### config.mk
export PLATFORM = sky130hd
export DESIGN_NAME = accelMemWrap
export DESIGN_NICKNAME = d
export VERILOG_FILES = /design/src/logic/tilePkg.sv /design/src/logic/accelMemWrap.sv
export SDC_FILE = /design/constraint.sdc
export NUM_CORES = 2
export LEC_CHECK = 0
export BUFFER_PORTS_ARGS = -buffer_cell sky130_fd_sc_hd__buf_4
export CAP_MARGIN = 20
export CORE_MARGIN = 4
export CORE_UTILIZATION = 52
export CTS_CLUSTER_SIZE = 40
export DETAILED_ROUTE_END_ITERATION = 12
export PLACE_DENSITY = 0.68
export REMOVE_ABC_BUFFERS = 1
export SYNTH_ARGS = -nofsm -noshare
export SYNTH_HDL_FRONTEND = slang
export SYNTH_SLANG_ARGS = --single-unit
### constraint.sdc
create_clock -name Clock -period 4.97 [get_ports Clock]
set_input_delay 0.497 -clock Clock [delete_from_list [all_inputs] [get_ports Clock]]
set_output_delay 0.497 -clock Clock [all_outputs]
set_load 0.01 [all_outputs]
### src/logic/tilePkg.sv
package tilePkg;

   // ============================================================
   // widths and sizes
   // ============================================================
   localparam int DataW        = 32;               // fabric data word
   localparam int AddrW        = 16;               // fabric address
   localparam int TileIdW      = 4;                // tile id in the fabric
   localparam int MulNum       = 8;                // multiplier slots
   localparam int ScratchDepth = 64;               // scratch words
   localparam int FifoDepth    = 4;                // request buffer entries

   // derived index widths
   localparam int SlotW     = $clog2(MulNum);       // slot number
   localparam int ScratchAw = $clog2(ScratchDepth); // scratch word index
   localparam int FifoPtrW  = $clog2(FifoDepth);    // fifo pointer

   // ============================================================
   // encodings
   // ============================================================
   // transaction kind carried on the fabric
   typedef enum logic [1:0] {
      OpWrite   = 2'd0,                         // store to scratch or cr
      OpRead    = 2'd1,                         // load, answered by a rsp
      OpReadRsp = 2'd2                          // read data going back
   } tFabOpcode;

   // multiplier register field, address bits 1:0
   typedef enum logic [1:0] {
      FieldA      = 2'd0,                       // operand a
      FieldB      = 2'd1,                       // operand b, write starts mul
      FieldResult = 2'd2                        // low word of product
   } tCrField;

endpackage

### src/logic/accelMemWrap.sv
module accelMemWrap
   import tilePkg::*;
(
   input  logic               Clock,
   input  logic               rstN,
   input  logic               empty,
   input  tFabOpcode          headOpcode,
   input  logic [TileIdW-1:0] headSrcTileId,
   input  logic [AddrW-1:0]   headAddress,
   input  logic [DataW-1:0]   headData,
   input  logic               fabReady,
   input  logic               mulDone,
   input  logic [SlotW-1:0]   mulDoneSlot,
   input  logic [DataW-1:0]   mulProduct,
   output logic               pop,
   output logic               outValid,
   output logic [TileIdW-1:0] outTileId,
   output logic [AddrW-1:0]   outAddress,
   output logic [DataW-1:0]   outData,
   output logic               mulStart,
   output logic [SlotW-1:0]   mulSlot,
   output logic [DataW-1:0]   mulOpA,
   output logic [DataW-1:0]   mulOpB
);

   typedef enum logic [1:0] {
      WrapIdle,                                 // look at fifo head
      WrapScratchRead,                          // scratch word registered
      WrapWaitBusy,                             // read of slot still multiplying
      WrapRespond                               // rsp on fabric, wait ready
   } tWrapState;

   tWrapState          state;
   logic [DataW-1:0]   scratch [ScratchDepth];
   logic [DataW-1:0]   opA     [MulNum];
   logic [DataW-1:0]   opB     [MulNum];
   logic [DataW-1:0]   result  [MulNum];
   logic [MulNum-1:0]  busy;                    // slot has a mul in flight
   logic [DataW-1:0]   scratchRdData;           // sync read of scratch

   logic               isScratch;
   logic [ScratchAw-1:0] scratchIdx;
   logic [SlotW-1:0]   headSlot;
   tCrField            headField;
   logic               slotBusy;
   logic               headWrite;
   logic [DataW-1:0]   crRdData;
   logic [DataW-1:0]   respData;
   logic               respLoad;

   // ============================================================
   // head decode
   // ============================================================
   assign isScratch  = headAddress[AddrW-1];     // bit 15 picks scratch
   assign scratchIdx = headAddress[ScratchAw-1:0];
   assign headSlot   = headAddress[SlotW+1:2];
   assign headField  = tCrField'(headAddress[1:0]);
   assign slotBusy   = busy[headSlot];
   assign headWrite  = (state == WrapIdle) && !empty && (headOpcode == OpWrite);

   always_comb begin
      case (headField)
         FieldA:      crRdData = opA[headSlot];
         FieldB:      crRdData = opB[headSlot];
         FieldResult: crRdData = result[headSlot];
         default:     crRdData = '0;            // unmapped field reads zero
      endcase
   end

   // b write to a busy slot stalls at the head
   assign mulStart = headWrite && !isScratch && (headField == FieldB) && !slotBusy;
   assign mulSlot  = headSlot;
   assign mulOpA   = opA[headSlot];
   assign mulOpB   = headData;                   // new b goes straight in

   always_comb begin
      pop = 1'b0;
      case (state)
         WrapIdle: begin
            if (!empty) begin
               if (headOpcode == OpRead) begin
                  pop = !isScratch && !slotBusy; // cr read answered at once
               end else begin
                  pop = !(headWrite && !isScratch && (headField == FieldB) && slotBusy);
               end
            end
         end
         WrapScratchRead: pop = 1'b1;
         WrapWaitBusy:    pop = !slotBusy;       // done cleared busy
         default:         pop = 1'b0;            // hold while rsp pending
      endcase
   end

   assign respLoad = pop && (headOpcode == OpRead);
   assign respData = (state == WrapScratchRead) ? scratchRdData : crRdData;

   // ============================================================
   // fsm and response register
   // ============================================================
   always_ff @(posedge Clock or negedge rstN) begin
      if (!rstN) begin
         state         <= WrapIdle;
         scratchRdData <= '0;
         outValid      <= 1'b0;
         outTileId     <= '0;
         outAddress    <= '0;
         outData       <= '0;
      end else begin
         case (state)
            WrapIdle: begin
               if (!empty && (headOpcode == OpRead)) begin
                  if (isScratch) begin
                     scratchRdData <= scratch[scratchIdx];
                     state         <= WrapScratchRead;
                  end else if (slotBusy) begin
                     state <= WrapWaitBusy;
                  end else begin
                     state <= WrapRespond;
                  end
               end
            end
            WrapScratchRead: state <= WrapRespond;
            WrapWaitBusy:    if (!slotBusy) state <= WrapRespond;
            WrapRespond:     if (fabReady) state <= WrapIdle;
            default:         state <= WrapIdle;
         endcase
         if (respLoad) begin
            outValid   <= 1'b1;
            outTileId  <= headSrcTileId;         // back to the requester
            outAddress <= headAddress;
            outData    <= respData;
         end else if (outValid && fabReady) begin
            outValid <= 1'b0;
         end
      end
   end

   // ============================================================
   // scratch memory and multiplier registers
   // ============================================================
   always_ff @(posedge Clock or negedge rstN) begin
      if (!rstN) begin
         busy <= '0;
         for (int i = 0; i < ScratchDepth; i++) begin
            scratch[i] <= '0;
         end
         for (int s = 0; s < MulNum; s++) begin
            opA[s]    <= '0;
            opB[s]    <= '0;
            result[s] <= '0;
         end
      end else begin
         if (headWrite && isScratch) begin
            scratch[scratchIdx] <= headData;
         end
         if (headWrite && !isScratch && (headField == FieldA)) begin
            opA[headSlot] <= headData;
         end
         if (mulStart) begin
            opB[headSlot]  <= headData;
            busy[headSlot] <= 1'b1;
         end
         if (mulDone) begin
            result[mulDoneSlot] <= mulProduct;   // low word only
            busy[mulDoneSlot]   <= 1'b0;
         end
      end
   end

   // rsp held until the fabric takes it
   rspStable: assert property (@(posedge Clock) disable iff (!rstN)
      (outValid && !fabReady) |=> (outValid && $stable(outTileId) &&
                                   $stable(outAddress) && $stable(outData)));

endmodule

After elaboration in Yosys (flattened, before gate mapping). Index checks and enable logic that the tools add are counted. W data, S select, Z words.

$lt $le $gt $ge: 10. Equal/unequal tests: 9. Mux-type cells: 43. Bitwise logic cells: 6. Reduce and logical (&&, ||, !) cells: 27.

Operators by type and width (count): $bwmux W2048 (1); $bwmux W256 (3); $mux W32 (12); $bmux W32 S3 (3); $bmux W32 S6 (1); $demux W32 S3 (2); $demux W32 S6 (1); $pmux W32 S3 (1); $logic_and A1 B1 Y1 (17); $mux W8 (2); $and A8 B8 Y8 (1); $ge A4 B4 Y1 const B (2); $lt A3 B4 Y1 const B (2); $lt A4 B1 Y1 const B (2); $mux W1 (8); $mux W2 (4); $not A3 Y4 (2); $not A8 Y8 (1); $or A8 B8 Y8 (1); $pmux W2 S4 (1); $ge A7 B7 Y1 const B (1); $lt A7 B1 Y1 const B (1); $not A6 Y7 (1); $demux W1 S3 (2); other kinds (11) (23).

Bits in registers: 2911. Input port bits: 94. Output and inout port bits: 122. Logic and storage cells: 190.

Longest topological paths before layout.
Depth in word-level cells: 12. Depth in mapped cells: 11. Mapped depth without buffers: 8.

Worst setup path after synthesis. No wires, ideal clock.

Kind: input -> register. Start: input headAddress[0]. End: register scratchRdData[19]. Setup time: 0.123 ns. Arrival time: 2.571 ns. Required time: 4.847 ns. Setup slack: 2.276 ns. Stages: 7. Path buffers: 3. Path through: buf_2 buf_2 buf_1 mux4_2 mux4_2 o221ai_1 nor2_1.

Longest elaborated chain between the ends: 4.

Ends and longest elaborated chain: start, declared (RTL line accelMemWrap.sv:9) `input logic [AddrW-1:0] headAddress,`; $not A6 Y7 (implied by the code) (RTL line accelMemWrap.sv:113) `scratchRdData <= scratch[scratchIdx];`; $bmux W32 S6 (RTL line accelMemWrap.sv:113); $mux W32 (implied by the code) (2 in a row) (RTL line accelMemWrap.sv:113); end signal, assigned (RTL line accelMemWrap.sv:113); end, declared (RTL line accelMemWrap.sv:39) `logic [DataW-1:0] scratchRdData;`.

No other way between the ends. The select of a mux whose other input is x is not followed. A chain may end at the register's enable or synchronous reset.

Worst setup path in the final report.
Start: register state[1]. End: register scratch[1387] in the netlist's numbering.

Longest elaborated chain between the ends: 4.

Ends and longest elaborated chain: start, declared (RTL line accelMemWrap.sv:33) `tWrapState state;`; start signal, assigned (RTL line accelMemWrap.sv:102) `state <= WrapIdle;`; start signal, assigned (RTL line accelMemWrap.sv:114) `state <= WrapScratchRead;`; start signal, assigned (RTL line accelMemWrap.sv:116) `state <= WrapWaitBusy;`; $logic_not A2 Y1 (RTL line accelMemWrap.sv:59) `assign headWrite = (state == WrapIdle) && !empty && (headOpcode == OpWrite);`; $logic_and A1 B1 Y1 (2 in a row) (RTL line accelMemWrap.sv:59); $logic_and A1 B1 Y1 (RTL line accelMemWrap.sv:153) `if (headWrite && isScratch) begin`; end signal, assigned by index (RTL line accelMemWrap.sv:154) `scratch[scratchIdx] <= headData;`; end, declared (RTL line accelMemWrap.sv:34) `logic [DataW-1:0] scratch [ScratchDepth];`.

No other way between the ends.

==> out/results.txt <==
The flow ran to the end, and the final reports show no timing, DRC or antenna violations. TritonCTS built the clock tree. The die span in x works out to 510 µm. After detailed routing, the average wire length per cell comes to 31.7 µm. The Yosys warning count is 0. The tools report the sum of routed wire length over all layers as 384 mm. The leakage power came out at 70.2 nW. Setup repair after global routing left no endpoint under its margin. Start of the worst register-to-register path: state[1]. Between clock sinks in the finished design, the worst skew comes to 67.6 ps.

The run gives 8516 as the synthesized instance count. The growth of design area from synthesis to finish works out to 12.4%. Subtracting the final worst setup slack from the clock period gives 3940 ps.

Of the available clock period, the critical path in the final layout requires 79.3%. The count of endpoints failing hold in the final timing report came out at 0. The number of global-route vias before repair is 82900, and the post-CTS repair timing setup buffer count is 0. The count of nets after finishing is 8629, and the effective utilization at floorplan is 52.2%. The worst setup path is launched from a register. For the sequential fraction of the synthesis area, the log shows 55.6%.

The ratio of routed vias to standard cells is 6.49, and the wire length of the first global-routing pass is 569 mm. For the worst flop-to-flop path, the logic depth is 8. For the number of placement rows, the log shows 184.

For this block, the initial DRC count from the detailed router was 7237. The maximum count of clock buffers along a single path came out at 4. After synthesis, the share of flip-flops with an asynchronous set or reset is 100%. The vertical extent of the die works out to 510 µm. IR analysis of the VDD net gives a maximum drop of 0.401 mV. The total of buffers placed on input and output ports was 215. In this run the tightest slew margin relative to its limit is 18.1%. The worst-margin pin slew was 1220 ps; the post-cts hold buffer count was 54.

Global routing used 29.7% of the available tracks. The capture point of the worst path is scratch[1387]. The clock reaches the later pin of the worst-skew pair after 980 ps. The number of synthesized register bits was 2911.

Buffers inserted during clock tree synthesis total 321. Fill cells in the final layout number 19200. For the initial antenna violation count, the log shows 24.

In the routed design, unresolved DRC markers number 0. For this run, the leading register cell type out of synthesis is sky130_fd_sc_hd__dfrtp_1. The run gives 1030 ps as the smallest setup slack after layout. The number of different library cells used by synthesis comes to 67. The tool flagged a number of max-cap violations equal to 0.

Pin placement for this block handled 216 I/O pins. Of all nets on the critical path, the largest fanout is 32. Routability-driven placement finished with a final weighted congestion of 0.883.

The power density normalized to cell area works out to 369 nW/µm². The cell sitting at the root of the clock tree is a sky130_fd_sc_hd__clkbuf_16. The path category of the worst min-delay check was primary input to register. After global routing the overflow that remains totals 0. The summed instance area of the synthesized netlist was 131000 µm². Clock-pin slew was measured on the worst setup and hold paths at 60 ps. For the critical path required time, the log shows 5760 ps.

The HPWL after detailed placement is 234 mm. At the placement stage, the worst setup path has a slack of 1140 ps. Detailed routing inserted a total of 78600 vias.

The critical path is of the register to register type. Setup violations remaining at the end of the flow were counted as 0. The first detailed-routing pass took 6 iterations. Once the clock tree was built, the resizer swapped 0 gates to a different size. The endpoint class of the critical path was a register. In this run the number of H-tree levels came out at 5.

The start point of the critical path is state[1]. Capturing point of the worst reg2reg path: scratch[1387]. Data on the critical path arrives at its endpoint at 4740 ps. The layout cell share with drive strength beyond 1 came out at 52.0%. The number of enable flip-flop cells after synthesis works out to 0. Based on the critical path, the design can be clocked at up to 254 MHz. The count of antenna-violating nets left after detailed routing came out at 0. The slack of the worst reg-to-reg path is 1030 ps, and the count of clock tree sinks is 2911. The final max-slew violation count was 0; the pin count of the biggest net entering global routing was 167. The die covers 260000 µm². Number of instances on the worst hold path: 2.

The logs give 251000 µm² for the area of the core and 136000 µm² for the post-placement cell area. Summing all non-filler instances in the final layout gives an area of 147000 µm². A synthesized cell averages 15.4 µm².
-- critical path, cell delays in order (launching register included) --
cell                      delay, ps
sky130_fd_sc_hd__dfrtp_1        410
sky130_fd_sc_hd__inv_1          140
sky130_fd_sc_hd__ha_1           220
sky130_fd_sc_hd__nor2b_1        340
sky130_fd_sc_hd__nand2_1         90
sky130_fd_sc_hd__or3_1          420
sky130_fd_sc_hd__nor2_1         720
sky130_fd_sc_hd__nand2_2        860
sky130_fd_sc_hd__mux2_2         560
-- stage by stage --
stage | TNS, ps | power, mW | utilization [%] | hold WS [ps] | cells
final | 0 | 54.4 | 58.7 | 35.6 | 12100
after global routing | 0 | 56.2 | 58.7 | 26.6 | 12100
after CTS | 0 | 54.7 | 58.7 | 8.81 | 12100
after detailed placement | 0 | 31.4 | 54.4 | 471 | 11500
after global placement | 0 | 31.2 | 54.4 | 463 | 11500
after floorplan | -53150 | 28.1 | - | 201 | 7633
-- layer usage --
| layer | vias to the layer above | GRT usage [%] | routed length (µm) |
|---|---|---|---|
| met5 | - | 0 | 106 |
| met4 | 16 | 11.7 | 17100 |
| met3 | 748 | 5.61 | 26700 |
| met2 | 2892 | 45.7 | 177000 |
| met1 | 43300 | 42.1 | 163000 |
| li1 | 31600 | - | - |
-- worst min path at each step --
stage / from / endpoint / slack, ps
floorplan: rstN / busy[0] / 200
global placement: opB[64] / opB[64] / 460
detailed placement: opB[8] / opB[8] / 470
CTS: headData[3] / opA[195] / 9
global route: headData[7] / scratch[1735] / 30
finish: headData[7] / scratch[1703] / 40
-- cell usage after synthesis, drive strengths merged (45+ instances only) --
master | n | area (µm²)
dfrtp | 2911 | 72800
mux2 | 2882 | 32500
mux4 | 633 | 14300
buf | 443 | 2240
clkbuf | 440 | 1650
nand2 | 188 | 706
nor2 | 179 | 689
a22oi | 175 | 1320
mux2i | 113 | 1130
a21oi | 98 | 490
a221oi | 50 | 438
o21ai | 45 | 225
-- sequential cells by signal, indices dropped and copies added, names as in the netlist --
register,cells
outData,32
outTileId,4
busy,8
opA,256
scratchRdData,32
outAddress,16
result,256
outValid,1
opB,256
scratch,2048
state,2
-- kinds of logic after synthesis --
kind of cell / share of synthesized area [%]
and+or+nand+nor: 1.60
buffers and inverters: 3.00
AOI/OAI and AO/OA: 3.24
muxes: 36.5
adders and majority gates: 0.0477
DFF: 55.6
-- cell usage in the layout, fill, tap and decap left out, types with 45 or more instances in the layout --
cell,synthesis,routed
sky130_fd_sc_hd__dfrtp_1,2911,2911
sky130_fd_sc_hd__mux2_2,2813,2813
sky130_fd_sc_hd__mux4_2,633,633
sky130_fd_sc_hd__buf_4,55,456
sky130_fd_sc_hd__clkbuf_16,0,325
sky130_fd_sc_hd__a22oi_1,173,173
sky130_fd_sc_hd__nand2_1,188,156
sky130_fd_sc_hd__nor2_1,176,132
sky130_fd_sc_hd__mux2i_1,113,113
sky130_fd_sc_hd__a21oi_1,98,98
sky130_fd_sc_hd__clkbuf_1,440,70
sky130_fd_sc_hd__clkbuf_8,0,70
sky130_fd_sc_hd__mux2_1,69,69
sky130_fd_sc_hd__dlygate4sd3_1,0,54
sky130_fd_sc_hd__buf_12,0,54
sky130_fd_sc_hd__a221oi_1,50,50
sky130_fd_sc_hd__o21ai_0,45,45
-- where the power goes --
group	switching, mW	internal [mW]	leakage (nW)
registers	0.913	24.9	40.0
clock network	9.48	13.9	5.03
logic	3.12	2.16	25.2
-- cell type report --
cell class | count | area (µm²) | share of cell area [%]
sequential | 2911 | 72800 | 49.4
multi-input combinational | 4710 | 54800 | 37.2
clock buffer | 465 | 9360 | 6.35
timing repair buffer | 574 | 5240 | 3.56
tap | 3348 | 4190 | 2.84
clock inverter | 71 | 843 | 0.572
inverter | 12 | 52.6 | 0.0357
antenna | 15 | 37.5 | 0.0255
No activity file was read; power rests on OpenSTA's default activity.
