<file path="src/logic/tilePkg.sv">
package tilePkg;

   // ============================================================
   // widths and sizes
   // ============================================================
   localparam int DataW        = 32;               // fabric data word
   localparam int AddrW        = 16;               // fabric address
   localparam int TileIdW      = 4;                // tile id in the fabric
   localparam int MulNum       = 8;                // multiplier slots
   localparam int ScratchDepth = 64;               // scratch words
   localparam int FifoDepth    = 4;                // request buffer entries

   // derived index widths
   localparam int SlotW     = $clog2(MulNum);       // slot number
   localparam int ScratchAw = $clog2(ScratchDepth); // scratch word index
   localparam int FifoPtrW  = $clog2(FifoDepth);    // fifo pointer

   // ============================================================
   // encodings
   // ============================================================
   // transaction kind carried on the fabric
   typedef enum logic [1:0] {
      OpWrite   = 2'd0,                         // store to scratch or cr
      OpRead    = 2'd1,                         // load, answered by a rsp
      OpReadRsp = 2'd2                          // read data going back
   } tFabOpcode;

   // multiplier register field, address bits 1:0
   typedef enum logic [1:0] {
      FieldA      = 2'd0,                       // operand a
      FieldB      = 2'd1,                       // operand b, write starts mul
      FieldResult = 2'd2                        // low word of product
   } tCrField;

endpackage

</file>
<file path="src/logic/accelFarm.sv">
module accelFarm
   import tilePkg::*;
(
   input  logic             Clock,
   input  logic             rstN,
   input  logic             mulStart,
   input  logic [SlotW-1:0] mulSlot,
   input  logic [DataW-1:0] mulOpA,
   input  logic [DataW-1:0] mulOpB,
   output logic             mulDone,
   output logic [SlotW-1:0] mulDoneSlot,
   output logic [DataW-1:0] mulProduct
);

   // stage 1 holds operands, stage 2 the product
   logic             s1Valid;
   logic [SlotW-1:0] s1Slot;
   logic [DataW-1:0] s1A;
   logic [DataW-1:0] s1B;
   logic             s2Valid;
   logic [SlotW-1:0] s2Slot;
   logic [DataW-1:0] s2Product;

   always_ff @(posedge Clock or negedge rstN) begin
      if (!rstN) begin
         s1Valid   <= 1'b0;
         s1Slot    <= '0;
         s1A       <= '0;
         s1B       <= '0;
         s2Valid   <= 1'b0;
         s2Slot    <= '0;
         s2Product <= '0;
      end else begin
         s1Valid <= mulStart;
         s2Valid <= s1Valid;                     // tag rides with the data
         if (mulStart) begin
            s1Slot <= mulSlot;
            s1A    <= mulOpA;
            s1B    <= mulOpB;
         end
         if (s1Valid) begin
            s2Slot    <= s1Slot;
            s2Product <= s1A * s1B;              // keeps low 32 bits
         end
      end
   end

   assign mulDone     = s2Valid;                 // 2 cycles after start
   assign mulDoneSlot = s2Slot;
   assign mulProduct  = s2Product;

   // a slot owns at most one multiply in the pipe
   noSlotReuse: assert property (@(posedge Clock) disable iff (!rstN)
      mulStart |-> !((s1Valid && (s1Slot == mulSlot)) ||
                     (s2Valid && (s2Slot == mulSlot))));

endmodule

</file>
<file path="config.mk">
export PLATFORM = sky130hd
export DESIGN_NAME = accelFarm
export DESIGN_NICKNAME = d
export VERILOG_FILES = /design/src/logic/tilePkg.sv /design/src/logic/accelFarm.sv
export SDC_FILE = /design/constraint.sdc
export NUM_CORES = 1
export LEC_CHECK = 0
export ABC_AREA = 1
export BUFFER_PORTS_ARGS = -buffer_cell sky130_fd_sc_hd__clkbuf_2
export CAP_MARGIN = 20
export CORE_MARGIN = 2
export CORE_UTILIZATION = 65
export DETAILED_ROUTE_END_ITERATION = 7
export PLACE_DENSITY = 0.95
export SLEW_MARGIN = 20
export SYNTH_ARGS = -nofsm -noshare
export SYNTH_HDL_FRONTEND = slang
export SYNTH_SLANG_ARGS = --single-unit
</file>
<file path="constraint.sdc">
create_clock -name Clock -period 19.79 [get_ports Clock]
set_input_delay 0 -clock Clock [delete_from_list [all_inputs] [get_ports Clock]]
set_output_delay 0 -clock Clock [all_outputs]
set_load 0.03 [all_outputs]
</file>
### Word-level counts from Yosys, hierarchy flattened

Cells that the tools add are included.
W data, S select, Z words.

* input bits: 70
* bits in registers: 104
* output and inout port bits: 36

* $mul: 1

Operators by type and width (count)
* $mul A32 B32 Y32: 1

### Depth between registers and ports, before layout

Gate-level depths: netlist of the first run.

* depth after elaboration: 1
* gate-level depth with buffers: 33

### Worst setup path after synthesis of the first run

No wires, ideal clock.

* kind: reg-to-reg
* from: reg s1B[3]
* to: reg s2Product[26], in the netlist mulProduct[26]
* arrival time: 6344 ps
* cell stages (with the launch flop): 27
* clock period less this slack: 6461 ps
* path buffers: 2
* slack: 13329 ps
* cells stage by stage: dfrtp_1 clkbuf_1 clkbuf_1 nand2_1 inv_1 fa_1 inv_1 fa_1 fa_1 fa_1 inv_1 fa_1 inv_1 fa_1 inv_1 fa_1 fa_1 ha_1 a21oi_1 o21ai_0 a21oi_1 nand3_1 nand3_1 nand2_1 or2_2 nand3_1 nand2_1

* word-level cells in the longest chain between the ends: 1

RTL lines
* start, declared: RTL line accelFarm.sv:19 `logic [DataW-1:0] s1B;`
* start signal, assigned: RTL line accelFarm.sv:39 `s1B <= mulOpB;`
* $mul A32 B32 Y32: RTL line accelFarm.sv:43 `s2Product <= s1A * s1B;`
* end signal, assigned: RTL line accelFarm.sv:43
* end, declared: RTL line accelFarm.sv:22 `logic [DataW-1:0] s2Product;`

Every way passes these cells.
A chain may end at the register's enable or synchronous reset.

### Final worst setup path of the first run

* from: reg s1B[8]
* to: reg s2Product[31], in the netlist mulProduct[31]

The elaborated chain is that of the path after synthesis.

==> summary.md, run 1 <==
| Metric | Value |
|---|---|
| Placed instance area | `0.02138 mm^2` |
| CP Class | `register to register` |
| Number of vias per cell | `5.519` |
| RSZ-0062 raised after global routing | `false` |
| CP Capture Type | `register` |
| Final WS setup | `12.42 ns` |
| Relative slew slack | `24.14%` |
| Inserted Diodes | `0` |
| DRT antenna net count | `0` |
| Initial Utilization | `65.84%` |
| # H-tree levels | `3` |
| Critical Path RT | `20.09 ns` |
| Hold Path Class | `primary input to async pin` |
| Final Hold Vio Count | `0` |
| CP startpoint kind | `register` |
| # rows | `65` |
| CP arrival | `7.67 ns` |
| Fin. max-slew vios | `0` |
| Total grt overflow | `0` |
| Die area | `0.03341 mm^2` |
| Hpwl dp | `43130 um` |
| Fin area | `0.02238 mm^2` |
| Die height | `182.8 um` |
| All-Layer GR Usage | `35.60%` |
| Yosys top cell area share | `39.31%` |
| Setup TNS | `0 ns` |
| R2R Path End | `mulProduct[31]` |
| R2R Path Start | `s1B[8]` |
| Place WS | `12.50 ns` |
| Post-synthesis sequential element count | `104` |
| CTS Buf Count | `9` |
| First-pass GRT wire length | `91870 um` |
| Root buffer selected by CTS | `clkbuf_16` |
| Most frequent cell after synthesis | `inv_1` |
| Worst reg-to-reg path cell count | `23` |
| Port buffer count | `105` |
| Initial antenna violation count | `0` |
| Residual DRC | `0` |
| Post-CTS setup buffer count | `0` |
| Async S/R FF share, synth | `100.0%` |
| Post-synthesis sequential area ratio | `12.53%` |
| Status | `finished clean` |
| Max-Cap Viols | `0` |
| Initial DRC Count | `1901` |
| Synth-to-Final Area Change | `7.708%` |
| Vias in the first global route | `18350` |
| R2r setup slk | `12.42 ns` |
| Yosys cell types | `41` |
| Worst skew pair latency | `0.40 ns` |
| 1st-pass router iterations | `6` |
| Max Freq | `135.6 MHz` |
| Final WL | `56230 um` |
| CTS tree | `yes` |
| Mapped Nets | `3227` |
| Via count | `17130` |
| CTS max path bufs | `2` |
| Cell Area, Synth | `0.02078 mm^2` |
| Tmin final | `7.373 ns` |
| Syn. warnings | `0` |
| Sink Count | `104` |
| Reg clk slew, reported paths | `0.08 ns` |
| Average footprint of a synthesized cell | `7.912 um^2` |
| Nets@finish | `3298` |
| I/O Pins | `106` |
| Fin crit share | `37.26%` |
| Clk_skew | `0.01452 ns` |
| Setup-failing EPs final | `0` |
| Least-Margin Pin Slew | `1.138 ns` |
| Synth area leader | `fa_1` |
| Post-synth EDFFs | `0` |
| Routed wire per std cell | `18.11 um` |
| Die Wd | `182.8 um` |
| Layout cells sized above 1 | `7.957%` |
| Most frequent cells after synthesis | `inv_1 (800), nand2_1 (755), fa_1 (408)` |
| Top cells by area, synth | `fa_1 (39%), inv_1 (14%), nand2_1 (14%), dfrtp_1 (13%), ha_1 (7.4%)` |
| GP Congestion | `0.9461` |
| Predominant post-synthesis flop cell | `dfrtp_1` |
| Cell count after synthesis | `2626` |
| Largest net degree at the start of global routing | `76` |
| Core area | `0.03156 mm^2` |
| Utilization after layout | `70.92%` |
| Maximum fanout along the worst path | `26` |
==> cell type report <==
class,count,area (um^2)
Multi-Input combinational cell,1595,14650
Fill cell,2178,9176
Clock inverter,7,90.09
Timing Repair Buffer,185,1299
Tap cell,402,503.0
Inverter,802,3010
Clock buffer,9,225.2
Sequential cell,104,2604
==> layout by cell type (no fill, tap or decap), types with 3 or more instances in the layout <==
cell type,Yosys,layout
nand3_1,56,56
xnor2_1,11,11
a21o_1,5,5
nor3_1,7,7
mux2_2,60,60
dlygate4sd3_1,0,68
nand2_1,755,755
inv_1,800,799
or2_1,3,3
buf_4,5,13
o21a_1,4,4
nand2_2,3,3
nand3b_1,9,9
a21oi_1,25,25
nand4_1,9,9
fa_1,408,408
xor2_1,10,10
or2_2,5,5
a211oi_1,3,3
o21ai_0,35,35
nor2_1,39,39
clkbuf_16,0,9
a31oi_1,8,8
dfrtp_1,104,103
o21ai_2,3,3
ha_1,123,123
clkbuf_2,4,103
==> worst max-delay path by stage <==
stage	startpoint	endpoint	slack (ns)	depth (start not counted)
after floorplan	s1B[3]	mulProduct[26]	13.33	26
after global placement	s1B[2]	mulProduct[31]	12.60	21
after detailed placement	s1B[8]	mulProduct[31]	12.50	23
after CTS	s1B[8]	mulProduct[31]	12.51	23
after global routing	s1B[2]	mulProduct[31]	12.09	23
final	s1B[8]	mulProduct[31]	12.42	23
==> flip-flops by register name, summed over array words and instances, names as in the netlist <==
signal / flops
mulDoneSlot: 3
mulProduct: 32
s1A: 32
s1Slot: 3
mulDone: 1
s1B: 32
s1Valid: 1
==> metrics by stage <==
step	hold slack, ns	instances
floorplan	-0.2956	2626
global placement	-0.006395	3020
detailed placement	0.01183	3020
CTS	0.1329	3104
global route	0.1624	3104
finish	0.1157	3104
==> worst max-delay path, stage by stage (launching register included) <==
cell	delay, ns
dfrtp_1	1.04
nand2_1	0.19
fa_1	0.58
inv_1	0.06
fa_1	0.54
inv_1	0.06
fa_1	0.54
inv_1	0.06
fa_1	0.39
inv_1	0.08
fa_1	0.45
fa_1	0.60
fa_1	0.44
fa_1	0.53
inv_1	0.05
ha_1	0.36
a21oi_1	0.22
o21ai_0	0.19
a211oi_1	0.30
nand2_1	0.08
nor2_1	0.17
nand3_1	0.10
nand3_1	0.15
nand2_1	0.06
==> what timing repair did <==
action / in CTS / in global routing
resized for setup: 0 / 0
hold endpoints to repair: 105 / 0
hold buffers: 68 / 0
==> cells by family (layout without fill, tap and decap cells) <==
family / after synthesis / in the layout / share of synthesized area (%)
flip-flops: 104 / 104 / 12.53
buffers and inverters: 927 / 1003 / 16.98
AO/OA/AOI/OAI: 92 / 92 / 2.668
multiplexers: 60 / 60 / 3.252
adder cells (fa/ha/maj): 531 / 531 / 46.72
AND/OR/NAND/NOR: 891 / 891 / 16.98
XOR/XNOR: 21 / 21 / 0.8852
==> metal layers <==
| metal | vias to the layer above | global-route usage [%] | part of all wire (%) |
|---|---|---|---|
| li1 | 7519 | - | - |
| met1 | 8253 | 45.50 | 36 |
| met2 | 1112 | 58.02 | 48 |
| met3 | 247 | 7.903 | 11 |
| met4 | 0 | 17.50 | 5.4 |
| met5 | - | 0 | 0 |
Power of run 1 is left out: the tool's default activity adds up to more than one toggle a clock period on the data nets, which glitch-free logic cannot reach.
==> run 2: changes to the inputs <==
--- a/config.mk
+++ b/config.mk
@@ -9,9 +9,9 @@
 export BUFFER_PORTS_ARGS = -buffer_cell sky130_fd_sc_hd__clkbuf_2
 export CAP_MARGIN = 20
 export CORE_MARGIN = 2
-export CORE_UTILIZATION = 65
+export CORE_UTILIZATION = 59
 export DETAILED_ROUTE_END_ITERATION = 7
-export PLACE_DENSITY = 0.95
+export PLACE_DENSITY = 0.91
 export SLEW_MARGIN = 20
 export SYNTH_ARGS = -nofsm -noshare
 export SYNTH_HDL_FRONTEND = slang
==> constraint.sdc (replaced) <==
create_clock -name Clock -period 6.4 [get_ports Clock]
set_input_delay 0 -clock Clock [delete_from_list [all_inputs] [get_ports Clock]]
set_output_delay 0 -clock Clock [all_outputs]
set_load 0.03 [all_outputs]
==> run 2 against run 1 <==
Against the previous run: the run now ends with DRC, setup timing left; clock-buffer cell count unchanged; die area rose by 9.9%; non-clock buffer count is 264 higher; cell area increased by 14%; utilization increased by 2.7 points; cell count grew 10%; via count up 12%; critical path depth grew 1; critical path type unchanged.
==> summary.md, run 2 (synthesis results as in run 1) <==
| Metric | Value |
|---|---|
| Critical Path, Cell by Cell | `buf_12 -> buf_6 -> nand2_2 -> inv_1 -> fa_1 -> inv_2 -> fa_1 -> fa_1 -> fa_1 -> fa_1 -> fa_1 -> fa_1 -> fa_1 -> inv_2 -> ha_4 -> inv_4 -> buf_4 -> nor3_4 -> nand2_1 -> buf_4 -> o2111a_1 -> nand2_1 -> nand2_1 -> a31oi_1` |
| Fin area | `0.02549 mm^2 (+14%)` |
| Residual DRC | `5 (+5)` |
| RSZ-0062 raised after global routing | `true` |
| Nets@finish | `3562 (+8.0%)` |
| # H-tree levels | `3 (unchanged)` |
| Final WL | `67710 um (+20%)` |
| Hold Path Class | `primary input to async pin` |
| Multi-input gate area | `0.01536 mm^2 (+4.9%)` |
| Layout cells sized above 1 | `22.49% (+15 points)` |
| Max Freq | `148.3 MHz (+9.4%)` |
| All-Layer GR Usage | `36.01% (+0.41 points)` |
| Most frequent cells in the layout | `inv_1 (759), nand2_1 (725), fa_1 (376)` |
| Synth-to-Final Area Change | `22.67%` |
| Die height | `191.7 um (+4.9%)` |
| Worst skew pair latency | `0.40 ns (about the same)` |
| Sink Count | `104 (unchanged)` |
| DRT antenna net count | `0 (unchanged)` |
| Total grt overflow | `0 (unchanged)` |
| Vias in the first global route | `20080 (+9.4%)` |
| GP Congestion | `0.9751 (+3.1%)` |
| Maximum fanout along the worst path | `5 (-81%)` |
| Initial Utilization | `60.00% (-5.8 points)` |
| Die Wd | `191.7 um (+4.9%)` |
| Least-Margin Pin Slew | `0.9789 ns (-0.1590 ns)` |
| Fin. max-slew vios | `0 (unchanged)` |
| Clk_skew | `0.01382 ns (-0.0006983 ns)` |
| Crit path top cell by count | `fa_1` |
| CTS max path bufs | `2 (unchanged)` |
| 1st-pass router iterations | `8 (+2)` |
| Inserted Diodes | `0 (unchanged)` |
| Reg clk slew, reported paths | `0.09 ns (about the same)` |
| First-pass GRT wire length | `101200 um (+10%)` |
| CP Capture Type | `register` |
| CTS tree | `yes` |
| Setup-failing EPs final | `8 (+8)` |
| Commonest non-fill, non-tap cell in the layout | `inv_1` |
| Root buffer selected by CTS | `clkbuf_16` |
| Fin crit share | `105.3% (+68 points)` |
| R2R Path Start | `s1B[7]` |
| Relative slew slack | `34.74% (+11 points)` |
| Initial DRC Count | `2244 (+18%)` |
| Critical path's largest stage delay | `0.60 ns (-0.44 ns)` |
| Tmin final | `6.741 ns (-0.6319 ns)` |
| Hpwl dp | `48370 um (+12%)` |
| CP arrival | `7.06 ns (-0.61 ns)` |
| Slowest library cell on the worst path | `fa_1` |
| Initial antenna violation count | `1 (+1)` |
| I/O Pins | `106 (unchanged)` |
| R2r setup slk | `-0.34 ns (-12.76 ns)` |
| Routed wire per std cell | `19.79 um (+9.3%)` |
| # rows | `68 (+4.6%)` |
| Final WS setup | `-0.3409 ns (-12.76 ns)` |
| Final Hold Vio Count | `0 (unchanged)` |
| R2R Path End | `mulProduct[30]` |
| CP startpoint kind | `register` |
| Max-Cap Viols | `0 (unchanged)` |
| Failing checks | `DRC, setup timing` |
| Placed instance area | `0.02316 mm^2 (+8.3%)` |
| Die area | `0.03673 mm^2 (+9.9%)` |
| Port buffer count | `105 (unchanged)` |
| Via count | `19140 (+12%)` |
| Core area | `0.03463 mm^2 (+9.7%)` |
| Number of vias per cell | `5.596 (+1.4%)` |
| Worst reg-to-reg path cell count | `24 (+4.3%)` |
| CTS Buf Count | `9 (unchanged)` |
| CP Class | `register to register` |
| Critical Path RT | `6.72 ns (-13.37 ns)` |
| Status | `complete, but fails checks` |
| Largest net degree at the start of global routing | `76 (unchanged)` |
| Utilization after layout | `73.61% (+2.7 points)` |
| Fill cells | `2133 (-2.1%)` |
| FF/Latch Area | `0.002631 mm^2 (+1.1%)` |
## run 2: changes by cell type in the layout (fill, tap and decap cells not counted), sizes merged
cell      before  now
buf           14  277
bufinv         1    0
clkbuf       112  113
inv          803  805
clkinvlp       2    1
## run 2: worst max-delay path by stage
stage / start / endpoint / depth (start not counted)
CTS: s1A[14] / mulProduct[26] / 27
detailed placement: s1B[6] / mulProduct[26] / 26
finish: s1B[7] / mulProduct[30] / 24
floorplan: s1B[3] / mulProduct[26] / 26
global route: s1B[2] / mulProduct[30] / 25
global placement: s1B[6] / mulProduct[26] / 26
## run 2: what timing repair did
item / 4_1_cts / 5_1_grt
buffers inserted: 39 / 25
hold buffers: 68 / 0
setup endpoints to repair: 13 / 20
hold endpoints to repair: 103 / 0
gates cloned: 0 / 1
pin swaps: 104 / 81
resized for setup: 134 / 128
## run 2: critical path: cells and delay by family, from the launching register on
family | cells | cell delay [ns]
adder cells (fa/ha/maj) | 9 | 4.51
flip-flops | 1 | 0.44
AO/OA/AOI/OAI | 2 | 0.40
AND/OR/NAND/NOR | 5 | 0.47
buffers and inverters | 8 | 0.79
## run 2: per-layer routing
metal	vias to the layer above	track usage [%]	share of wire, %
li1	8063	-	-
met1	9233	44.48	34
met2	1376	60.73	47
met3	470	6.304	11
met4	2	18.82	7.8
met5	-	0	0.031
## run 2: through the flow
stage | setup slack, ns | hold slack, ns | instances | setup TNS, ns
after floorplan | 0.01123 | -0.2956 | 2626 | 0
after global routing | -0.5256 | 0.1633 | 3421 | -3.326
after detailed placement | -0.7184 | 0.007683 | 3275 | -4.051
after global placement | -0.6113 | -0.007221 | 3275 | -3.045
final | -0.3409 | 0.1147 | 3421 | -1.530
after CTS | -0.08928 | 0.1271 | 3397 | -0.3559
## run 2: final cells by class
class | count | share of cell area, %
Inverter | 802 | 11.83
Sequential cell | 104 | 10.32
Clock buffer | 9 | 0.8836
Multi-Input combinational cell | 1595 | 60.27
Clock inverter | 7 | 0.2847
Tap cell | 455 | 2.234
Timing Repair Buffer | 449 | 14.17
Power of run 2 is left out for the same reason.
