## src/logic/tilePkg.sv

```systemverilog
package tilePkg;

   // ============================================================
   // widths and sizes
   // ============================================================
   localparam int DataW        = 32;               // fabric data word
   localparam int AddrW        = 16;               // fabric address
   localparam int TileIdW      = 4;                // tile id in the fabric
   localparam int MulNum       = 8;                // multiplier slots
   localparam int ScratchDepth = 64;               // scratch words
   localparam int FifoDepth    = 4;                // request buffer entries

   // derived index widths
   localparam int SlotW     = $clog2(MulNum);       // slot number
   localparam int ScratchAw = $clog2(ScratchDepth); // scratch word index
   localparam int FifoPtrW  = $clog2(FifoDepth);    // fifo pointer

   // ============================================================
   // encodings
   // ============================================================
   // transaction kind carried on the fabric
   typedef enum logic [1:0] {
      OpWrite   = 2'd0,                         // store to scratch or cr
      OpRead    = 2'd1,                         // load, answered by a rsp
      OpReadRsp = 2'd2                          // read data going back
   } tFabOpcode;

   // multiplier register field, address bits 1:0
   typedef enum logic [1:0] {
      FieldA      = 2'd0,                       // operand a
      FieldB      = 2'd1,                       // operand b, write starts mul
      FieldResult = 2'd2                        // low word of product
   } tCrField;

endpackage

```

## src/logic/reqFifo.sv

```systemverilog
module reqFifo
   import tilePkg::*;
(
   input  logic               Clock,
   input  logic               rstN,
   input  logic               push,
   input  tFabOpcode          wrOpcode,
   input  logic [TileIdW-1:0] wrSrcTileId,
   input  logic [AddrW-1:0]   wrAddress,
   input  logic [DataW-1:0]   wrData,
   input  logic               pop,
   output logic               full,
   output logic               empty,
   output tFabOpcode          headOpcode,
   output logic [TileIdW-1:0] headSrcTileId,
   output logic [AddrW-1:0]   headAddress,
   output logic [DataW-1:0]   headData
);

   tFabOpcode          opcodeMem [FifoDepth];
   logic [TileIdW-1:0] srcMem    [FifoDepth];
   logic [AddrW-1:0]   addrMem   [FifoDepth];
   logic [DataW-1:0]   dataMem   [FifoDepth];
   logic [FifoPtrW-1:0] wrPtr;                   // next free entry
   logic [FifoPtrW-1:0] rdPtr;                   // oldest entry
   logic [FifoPtrW:0]   count;                   // entries in use

   assign full  = (count == (FifoPtrW+1)'(FifoDepth));
   assign empty = (count == '0);

   // head is read straight from storage
   assign headOpcode    = opcodeMem[rdPtr];
   assign headSrcTileId = srcMem[rdPtr];
   assign headAddress   = addrMem[rdPtr];
   assign headData      = dataMem[rdPtr];

   always_ff @(posedge Clock or negedge rstN) begin
      if (!rstN) begin
         wrPtr <= '0;
         rdPtr <= '0;
         count <= '0;
         for (int i = 0; i < FifoDepth; i++) begin
            opcodeMem[i] <= OpWrite;
            srcMem[i]    <= '0;
            addrMem[i]   <= '0;
            dataMem[i]   <= '0;
         end
      end else begin
         if (push) begin
            opcodeMem[wrPtr] <= wrOpcode;
            srcMem[wrPtr]    <= wrSrcTileId;
            addrMem[wrPtr]   <= wrAddress;
            dataMem[wrPtr]   <= wrData;
            wrPtr            <= wrPtr + 1'b1;    // wraps at depth
         end
         if (pop) begin
            rdPtr <= rdPtr + 1'b1;
         end
         case ({push, pop})
            2'b10:   count <= count + 1'b1;
            2'b01:   count <= count - 1'b1;
            default: count <= count;             // none or both
         endcase
      end
   end

   noPushFull: assert property (@(posedge Clock) disable iff (!rstN)
      push |-> !full);
   noPopEmpty: assert property (@(posedge Clock) disable iff (!rstN)
      pop |-> !empty);

endmodule

```

## config.mk

```make
export PLATFORM = sky130hd
export DESIGN_NAME = reqFifo
export DESIGN_NICKNAME = d
export VERILOG_FILES = /design/src/logic/tilePkg.sv /design/src/logic/reqFifo.sv
export SDC_FILE = /design/constraint.sdc
export NUM_CORES = 1
export LEC_CHECK = 0
export BUFFER_PORTS_ARGS = -buffer_cell sky130_fd_sc_hd__clkbuf_2
export CORE_UTILIZATION = 35
export CTS_CLUSTER_SIZE = 20
export DETAILED_ROUTE_END_ITERATION = 12
export PLACE_DENSITY = 0.55
export SLEW_MARGIN = 20
export SYNTH_ARGS = -nofsm -noshare
export SYNTH_HDL_FRONTEND = slang
export SYNTH_SLANG_ARGS = --single-unit
export TNS_END_PERCENT = 100
```

## constraint.sdc

```tcl
create_clock -name Clock -period 1.3 [get_ports Clock]
set_input_delay 0.13 -clock Clock [delete_from_list [all_inputs] [get_ports Clock]]
set_output_delay 0.13 -clock Clock [all_outputs]
set_load 0.02 [all_outputs]
```

# Yosys cells after proc, flatten, opt, wreduce, memory -nomap -nowiden

Index checks and enable logic that the tools add are counted.

Add/sub/neg operators: 4
Order comparisons: 3
Eq/ne operators: 3
Muxes and demuxes: 25
Bitwise logic cells: 2
Reductions and logical operators: 3

Operator list:

| cell                                                                          | number |
|---|---|
| 128-bit bitwise mux                                                           | 1 |
| 32-bit two-way mux                                                            | 3 |
| 32-bit binary-select mux with 2-bit select                                    | 1 |
| 64-bit bitwise mux                                                            | 1 |
| 32-bit demux with 2-bit select                                                | 1 |
| 16-bit two-way mux                                                            | 3 |
| 16-bit binary-select mux with 2-bit select                                    | 1 |
| 16-bit demux with 2-bit select                                                | 1 |
| 16-bit bitwise mux                                                            | 1 |
| 4-bit two-way mux                                                             | 3 |
| 4-bit binary-select mux with 2-bit select                                     | 1 |
| 8-bit bitwise mux                                                             | 1 |
| 4-bit demux with 2-bit select                                                 | 1 |
| 3-bit >= comparator (second input constant)                                   | 2 |
| 2-bit two-way mux                                                             | 3 |
| 2-bit inverter with 3-bit output                                              | 2 |
| 3-bit case mux with 2 select lines                                            | 1 |
| 2-bit by 1-bit adder with 2-bit output (second input constant)                | 2 |
| 2-bit binary-select mux with 2-bit select                                     | 1 |
| 2-bit demux with 2-bit select                                                 | 1 |
| 3-bit by 1-bit adder with 3-bit output (second input constant)                | 1 |
| 3-bit == test (second input constant)                                         | 1 |
| 3-bit zero test                                                               | 1 |
| 3-bit by 1-bit less-than comparator with 1-bit output (second input constant) | 1 |
| 5 further kinds                                                               | 5 |

Register bits: 223
Bits of input ports: 58
Output and inout port bits: 56
Word-level logic and storage cells: 59

# Depth between registers and ports, before layout

Gate-level depths: netlist of run 1.

Depth after elaboration: 6
Depth in mapped cells: 8
Depth with buffers taken out: 7

# Least setup slack after synthesis of run 1

No wires, ideal clock.

Path kind: flip-flop to flip-flop
Start point: register wrPtr[0]
End point: register addrMem[16] (netlist name)
Library setup time: 125 ps
Arrival time: 1308 ps
Data required time: 1175 ps
Path slack: -132 ps
Cell stages (with the launch flop): 6
Path buffers: 1
Period minus slack after synthesis: 1432 ps
Path through: dfrtp_1 inv_1 ha_1 nand2_2 buf_6 mux2_2

Word-level cells in the longest chain between the ends: 6
Elaborated cells on any way between the ends: 7
Classes of those cells: 2 x order compare; 3 x mux; 1 x bitwise; 1 x reduce/logical

RTL lines:

| item                                                                                                               | RTL line      | source |
|---|---|---|
| start, declared                                                                                                    | reqFifo.sv:24 | `logic [FifoPtrW-1:0] wrPtr;` |
| start signal, assigned                                                                                             | reqFifo.sv:54 | `wrPtr <= wrPtr + 1'b1;` |
| 2-bit inverter with 3-bit output (implied by the code) *                                                           | reqFifo.sv:52 | `addrMem[wrPtr] <= wrAddress;` |
| 3-bit >= comparator (implied by the code) or 3-bit by 1-bit less-than comparator with 1-bit output (tied branches) | reqFifo.sv:52 |  |
| 1-bit logical AND (implied by the code)                                                                            | reqFifo.sv:52 |  |
| 16-bit two-way mux (implied by the code)                                                                           | reqFifo.sv:52 |  |
| 16-bit demux with 2-bit select *                                                                                   | reqFifo.sv:52 |  |
| 64-bit bitwise mux *                                                                                               | reqFifo.sv:52 |  |
| end signal, assigned by index                                                                                      | reqFifo.sv:52 |  |
| end, declared                                                                                                      | reqFifo.sv:22 | `logic [AddrW-1:0] addrMem [FifoDepth];` |

Every way passes the cells marked *; elsewhere a longest branch is shown, timed or not.
A chain may end at the register's enable or synchronous reset.

# Worst setup path after layout of run 1

Start point: register rdPtr[0]
End point: output port headData[31]

Word-level cells in the longest chain between the ends: 4

RTL lines:

| item                                                   | RTL line      | source |
|---|---|---|
| start, declared                                        | reqFifo.sv:25 | `logic [FifoPtrW-1:0] rdPtr;` |
| start signal, assigned                                 | reqFifo.sv:57 | `rdPtr <= rdPtr + 1'b1;` |
| 2-bit inverter with 3-bit output (implied by the code) | reqFifo.sv:35 | `assign headData = dataMem[rdPtr];` |
| 32-bit binary-select mux with 2-bit select             | reqFifo.sv:35 |  |
| 32-bit two-way mux (implied by the code) (2 in series) | reqFifo.sv:35 |  |
| end, declared                                          | reqFifo.sv:17 | `output logic [DataW-1:0] headData` |

Every way passes these cells. The select of a mux whose other input is x is not followed.

==> run_results.csv, run 1 <==
group,metric,value,unit
status,status,"finished with violations",
detailed_routing,dr_total_vias,5840,
critical_path,critPathMaxFanout,6,
final_layout,multi_input_area,0.004767,mm^2
synth,syn_area,0.009776,mm^2
worst_hold_path,hold_class,"in -> reg",
critical_path,r2r_end,"srcMem[10]",
final_layout,layout_common_cells,"dfrtp_1, mux2_4, clkbuf_2",
critical_path,cp.required,1170,ps
die,io_pins,114,
timing,post-route-period-util,1.651,
power,sw_frac_of_total,0.3225,
clocking,cts_max_path_buffers,3,
synth,yosysSeqAreaShare,0.5708,
critical_path,cp_cell_sequence,"buf_4, buf_16, mux4_2, buf_4",
final_layout,nNetsFinal,863,
die,fp-row-count,60,
global_routing,grt.total_usage,0.1895,
final_layout,design_area,0.01442,mm^2
clocking,clockRootBuffer,"clkbuf_16",
placement,port_buffers,113,
timing,finalSetupViolations,273,
critical_path,ff2ff_path_depth,7,
detailed_routing,postRouteAntennaNets,0,
synth,synthCells,555,
worst_hold_path,min_to,"wrPtr[0]",
placement,place.gp.congestion,0.7501,
final_layout,seq_area,0.005585,mm^2
timing,fmax,466.0,MHz
synth,ys_ff_latch,223,
timing,setup_slack,-846.0,ps
detailed_routing,drtIter0Drc,186,
die,coreArea,0.02718,mm^2
die,initial_core_util,0.3597,
detailed_routing,drc,0,
timing,worstMarginPinSlew,325.8,ps
global_routing,grt_max_degree,41,
global_routing,antenna_found_initial,1,
clocking,cts.clk_slew.worst_paths,60,ps
synth,syn_avg_cell_area,17.61,um^2
global_routing,grt_pass1_vias,6826,
final_layout,post-route-util,0.5305,
timing,finalWorstPathRequiredPeriod,2146,ps
detailed_routing,drtPass1Iterations,4,
detailed_routing,wl_per_cell,22.07,um
timing,final_max_slew_viol_count,0,
power,intPower,28.14,mW
critical_path,r2r_setup_slack,-300,ps
final_layout,fill_cells,2181,
critical_path,cp-end-kind,"output pin",
timing,rsz0062_at_grt,"yes",
global_routing,grt_pass1_wl,41.35,mm
placement,place_hpwl,14.84,mm
power,power.share.sequential,0.307,
critical_path,cp.arrival,2020,ps
power,combPwrFrac,0.515,
timing,skew,7.528,ps
clocking,cts_inserted_buffers,24,
synth,synth_cell_types,18,
die,die_area,0.02860,mm^2
power,p_per_area,2881,mW/mm^2
synth,synth_nets,619,
power,clkPwrFrac,0.178,
final_layout,drive_gt1_frac,0.6385,
timing,hold_viol,0,
worst_hold_path,holdPathStages,3,
global_routing,grt.overflow.total,0,
detailed_routing,wirelength,26.24,mm
power,switchingPower,13.40,mW
status,violations,"setup timing",
clocking,htree_levels,1,
critical_path,crit_slowest_cell,"mux4_2",
critical_path,worst-path-buf-inv,3,
clocking,cts.sinks,223,
die,die_w,169.1,um
power,power_leakage,6.995,nW
final_layout,final_common_cell,"dfrtp_1",
critical_path,cpPeakStageDelay,550,ps
die,die_y,169.1,um
run,cap_violations,0,
power,peakVddDrop,1540,uV
critical_path,crit_type,"reg -> out",
clocking,clk_latency,520,ps
synth,yosys_warnings,0,
critical_path,critPathLaunchType,"register",
critical_path,crit_family,"multiplexers",
detailed_routing,via_per_inst,4.912,
final_layout,syn2layout_area_growth,47.47,%
critical_path,r2r-start,"wrPtr[1]",
critical_path,cp_common_cell,"buf_4",
placement,placed_cell_area,0.01163,mm^2
clocking,cts_tree,"built",
worst_hold_path,hold_path.startpoint,"push",
placement,place_ws,-336.0,ps
timing,slew_headroom,0.7828,
per-layer routing:
| layer | vias up | track usage | wire length (um) |
|---|---|---|---|
| met1 | 3145 | 0.2584 | 11820 |
| met5 | - | 0 | 0 |
| met2 | 116 | 0.3171 | 12980 |
| met4 | 0 | 0.03878 | 382 |
| met3 | 29 | 0.03390 | 1061 |
| li1 | 2550 | - | - |
Yosys cell counts (all sizes together):
master  number  area [um^2]
inv          6        22.52
nor3         1        5.000
xor2         4        35.03
o21ai        1        5.000
mux2i        1        10.01
xnor2        2        17.52
and3         1        6.260
mux2       216         2432
nand2        6        32.53
buf         33        326.6
dfrtp      223         5580
nor2         1        3.750
fa           1        20.02
ha           5        62.56
mux4        54         1216
power by group through the flow:
stage | Sequential (mW) | Clock (mW) | Combinational (mW)
floorplan | 11.8 | 0 | 13.2
global placement | 12.4 | 0 | 16.8
detailed placement | 12.7 | 0 | 17.1
CTS | 12.7 | 7.59 | 20.9
global route | 13.1 | 7.89 | 22.5
finish | 12.7 | 7.41 | 21.4
state kept, by name (all words and copies together) (netlist names):
| signal | flops |
|---|---|
| addrMem | 64 |
| count | 3 |
| dataMem | 128 |
| opcodeMem | 8 |
| rdPtr | 2 |
| srcMem | 16 |
| wrPtr | 2 |
tightest hold or removal path, cell delays in order:
cell      delay, ps
clkbuf_2        140
buf_12          180
xor2_1           90
metrics by stage:
| stage | std cells | TNS (ps) | power [mW] | hold WS (ps) |
|---|---|---|---|---|
| finish | 1189 | -84090 | 41.54 | 71.40 |
| global route | 1189 | -96620 | 43.58 | 54.80 |
| CTS | 1198 | -93220 | 41.19 | 41.56 |
| detailed placement | 1045 | -43700 | 29.72 | 33.29 |
| global placement | 1045 | -37880 | 29.13 | 34.69 |
| floorplan | 555 | -10660 | 24.98 | -165.6 |
repair_timing:
| action | CTS | global route |
|---|---|---|
| setup endpoints to repair | 273 | 274 |
| hold endpoints to repair | 440 | 0 |
| buffers inserted | 35 | 7 |
| cloned | 20 | 1 |
| gates resized for setup | 124 | 116 |
| pin swaps | 7 | 6 |
| hold buffers | 57 | 0 |
how the worst max path moves through the flow:
stage	from	to	slack, ps	cells past startpoint
6_report	rdPtr[0]	headData[31]	-850	4
5_1_grt	rdPtr[0]	headData[31]	-910	4
4_1_cts	rdPtr[0]	headAddress[5]	-860	3
3_5_place_dp	rdPtr[0]	headData[31]	-340	3
3_3_place_gp	rdPtr[0]	headData[31]	-320	3
2_1_floorplan	rdPtr[0]	headAddress[0]	-90	3
layout make-up:
class / instances / share of cell area
Clock inverter: 7 / 0.009373
Antenna cell: 1 / 0.0001736
Tap cell: 372 / 0.03229
Timing Repair Buffer: 251 / 0.1884
Inverter: 6 / 0.001909
Multi-Input combinational cell: 293 / 0.3307
Sequential cell: 223 / 0.3874
Clock buffer: 36 / 0.04973
logic make-up (layout without fill, tap and decap cells):
| group | after synthesis | count (layout) | share of synthesized area |
|---|---|---|---|
| muxes | 271 | 271 | 0.3742 |
| DFF | 223 | 223 | 0.5708 |
| buffers and inverters | 39 | 300 | 0.03571 |
| and+or+nand+nor | 9 | 9 | 0.004863 |
| adders and majority gates | 6 | 6 | 0.008448 |
| xor gates and xnor gates | 6 | 6 | 0.005376 |
| AOI/OAI and AO/OA | 1 | 1 | 0.0005115 |
| other | 0 | 1 | 0 |
No activity file was read; power rests on OpenSTA's default activity.
==> inputs of run 2 (changes only) <==
--- a/config.mk
+++ b/config.mk
@@ -9,7 +9,6 @@
 export CORE_UTILIZATION = 35
 export CTS_CLUSTER_SIZE = 20
 export DETAILED_ROUTE_END_ITERATION = 12
-export PLACE_DENSITY = 0.55
 export SLEW_MARGIN = 20
 export SYNTH_ARGS = -nofsm -noshare
 export SYNTH_HDL_FRONTEND = slang
==> run 2 against run 1 <==
Effect of this change: the flow still finishes with violations (setup timing); setup slack improved by 37 ps; final area decreased by 1.5%; first-iteration DRC count increased by 54%; die area unchanged; clock skew increased by 9.8 ps; register-to-register slack improved by 40 ps; fmax increased by 1.8%; non-clock buffer count decreased by 8; clock power about the same; combinational power decreased by 5%; total power decreased by 2.4%; highest routed layer unchanged.
==> run_results.csv, run 2 (synthesis results as in run 1) <==
group,metric,value,unit
detailed_routing,via_per_inst,4.916,
clocking,cts_max_path_buffers,3,
final_layout,nNetsFinal,859,
critical_path,r2r-start,"wrPtr[1]",
run,cap_violations,0,
worst_hold_path,min_to,"count[0]",
timing,fin_tns_setup,-86400,ps
timing,finalWorstPathRequiredPeriod,2109,ps
timing,finalSetupViolations,274,
detailed_routing,postRouteAntennaNets,0,
global_routing,grt_max_degree,51,
final_layout,drive_gt1_frac,0.6442,
timing,final_max_slew_viol_count,0,
power,peakVddDrop,1375,uV
timing,rsz0062_at_grt,"yes",
detailed_routing,wl_per_cell,21.38,um
status,violations,"setup timing",
clocking,cts_tree,"built",
die,initial_core_util,0.3597,
final_layout,stdcell_count,1188,
global_routing,grt_pass1_wl,40.93,mm
critical_path,cp-end-kind,"output pin",
final_layout,regMostFlops,"dataMem",
timing,skew,17.29,ps
global_routing,grt_pass1_vias,6900,
die,coreArea,0.02718,mm^2
timing,worstMarginPinSlew,466.3,ps
die,die_w,169.1,um
worst_hold_path,hold_class,"in -> reg",
status,status,"finished with violations",
power,p_per_area,2855,mW/mm^2
detailed_routing,wirelength,25.40,mm
final_layout,layout_common_cells,"dfrtp_1, mux2_4, clkbuf_2",
critical_path,cp.required,1170,ps
die,io_pins,114,
power,power_leakage,6.917,nW
timing,fmax,474.3,MHz
critical_path,critPathMaxFanout,21,
critical_path,crit_type,"reg -> out",
clocking,cts.sinks,223,
global_routing,grt.overflow.total,0,
clocking,cts.clk_slew.worst_paths,60,ps
clocking,clockRootBuffer,"clkbuf_16",
critical_path,ff2ff_path_depth,6,
critical_path,r2r_end,"dataMem[96]",
timing,post-route-period-util,1.622,
placement,place_inst,1051,
final_layout,design_area,0.01421,mm^2
global_routing,antenna_found_initial,1,
critical_path,r2r_setup_slack,-260,ps
detailed_routing,dr_total_vias,5840,
final_layout,final_common_cell,"dfrtp_1",
die,fp-row-count,60,
final_layout,reg.largest.list,"dataMem (128), addrMem (64), srcMem (16)",
timing,setup_slack,-808.5,ps
timing,slew_headroom,0.6891,
worst_hold_path,holdPathStages,4,
detailed_routing,drc,0,
final_layout,largest_reg_flops,128,
placement,port_buffers,113,
global_routing,grt.total_usage,0.1854,
detailed_routing,drtIter0Drc,287,
worst_hold_path,hold_path.startpoint,"push",
clocking,clk_latency,530,ps
critical_path,cp.arrival,1980,ps
detailed_routing,drtPass1Iterations,4,
die,die_y,169.1,um
placement,place_hpwl,14.93,mm
clocking,htree_levels,1,
placement,place.gp.congestion,0.7117,
critical_path,critPathLaunchType,"register",
timing,hold_viol,0,
clocking,cts_inserted_buffers,26,
final_layout,syn2layout_area_growth,45.32,%
placement,placed_cell_area,0.01161,mm^2
die,die_area,0.02860,mm^2
==> run 2: changes by cell type in the layout (fill, tap and decap cells not counted), moves of 3 or more <==
cell and change:
buf_12 -3, buf_16 -8, buf_6 -5, buf_8 +3, clkbuf_1 -3, clkbuf_2 +10, clkinv_2 +3, mux2_2 -7
mux2_4 +7
==> run 2: area by class of cell <==
cell class / count / area (um^2)
clock buffer: 36 / 758.2
inverter: 6 / 30.03
antenna: 1 / 2.502
clock inverter: 12 / 133.9
timing repair buffer: 243 / 2396
multi-input combinational: 295 / 4833
sequential: 223 / 5587
fill: 2207 / 12970
tap: 372 / 465.4
==> run 2: repair_timing <==
action                                  CTS  global route
hold buffers                             56             0
gates cloned                             19             0
buffers inserted                         30             8
endpoints found under the setup margin  273           274
pin swaps                                 8             9
hold endpoints to repair                441             0
resized for setup                       129           120
==> run 2: metrics by stage <==
stage                 util  total power [mW]  setup slack (ps)  hold slack, ps
floorplan                -             24.98            -87.17          -165.6
global placement    0.4273             28.92            -251.7           79.82
detailed placement  0.4273             29.62            -255.7           92.33
CTS                 0.5287             40.69            -833.7           52.67
global route        0.5227             42.57            -871.5           97.98
finish              0.5227             40.55            -808.5           79.88
==> run 2: metal layers <==
layer	up-vias	global-route usage	share of wire
li1	2550	-	-
met1	3151	0.2435	0.45
met2	110	0.3185	0.50
met3	29	0.03554	0.040
met4	0	0.03878	0.015
met5	-	0	0
==> run 2: worst max-delay path by stage <==
stage / from / to / depth (start not counted)
final: rdPtr[0] / headAddress[2] / 3
after global routing: rdPtr[0] / headAddress[2] / 3
after CTS: rdPtr[0] / headAddress[2] / 3
after detailed placement: rdPtr[0] / headAddress[2] / 3
after global placement: rdPtr[0] / headAddress[5] / 3
after floorplan: rdPtr[0] / headAddress[0] / 3
==> run 2: report_power, final <==
part	internal, mW	switching (mW)	total [mW]
registers	10.6	2.16	12.7
clock network	4.49	2.93	7.42
logic	12.2	8.25	20.4
==> run 2: critical path, stage by stage, from the launching register on <==
cell     delay (ps)
dfrtp_4         470
buf_16          210
mux4_2          550
buf_2           180
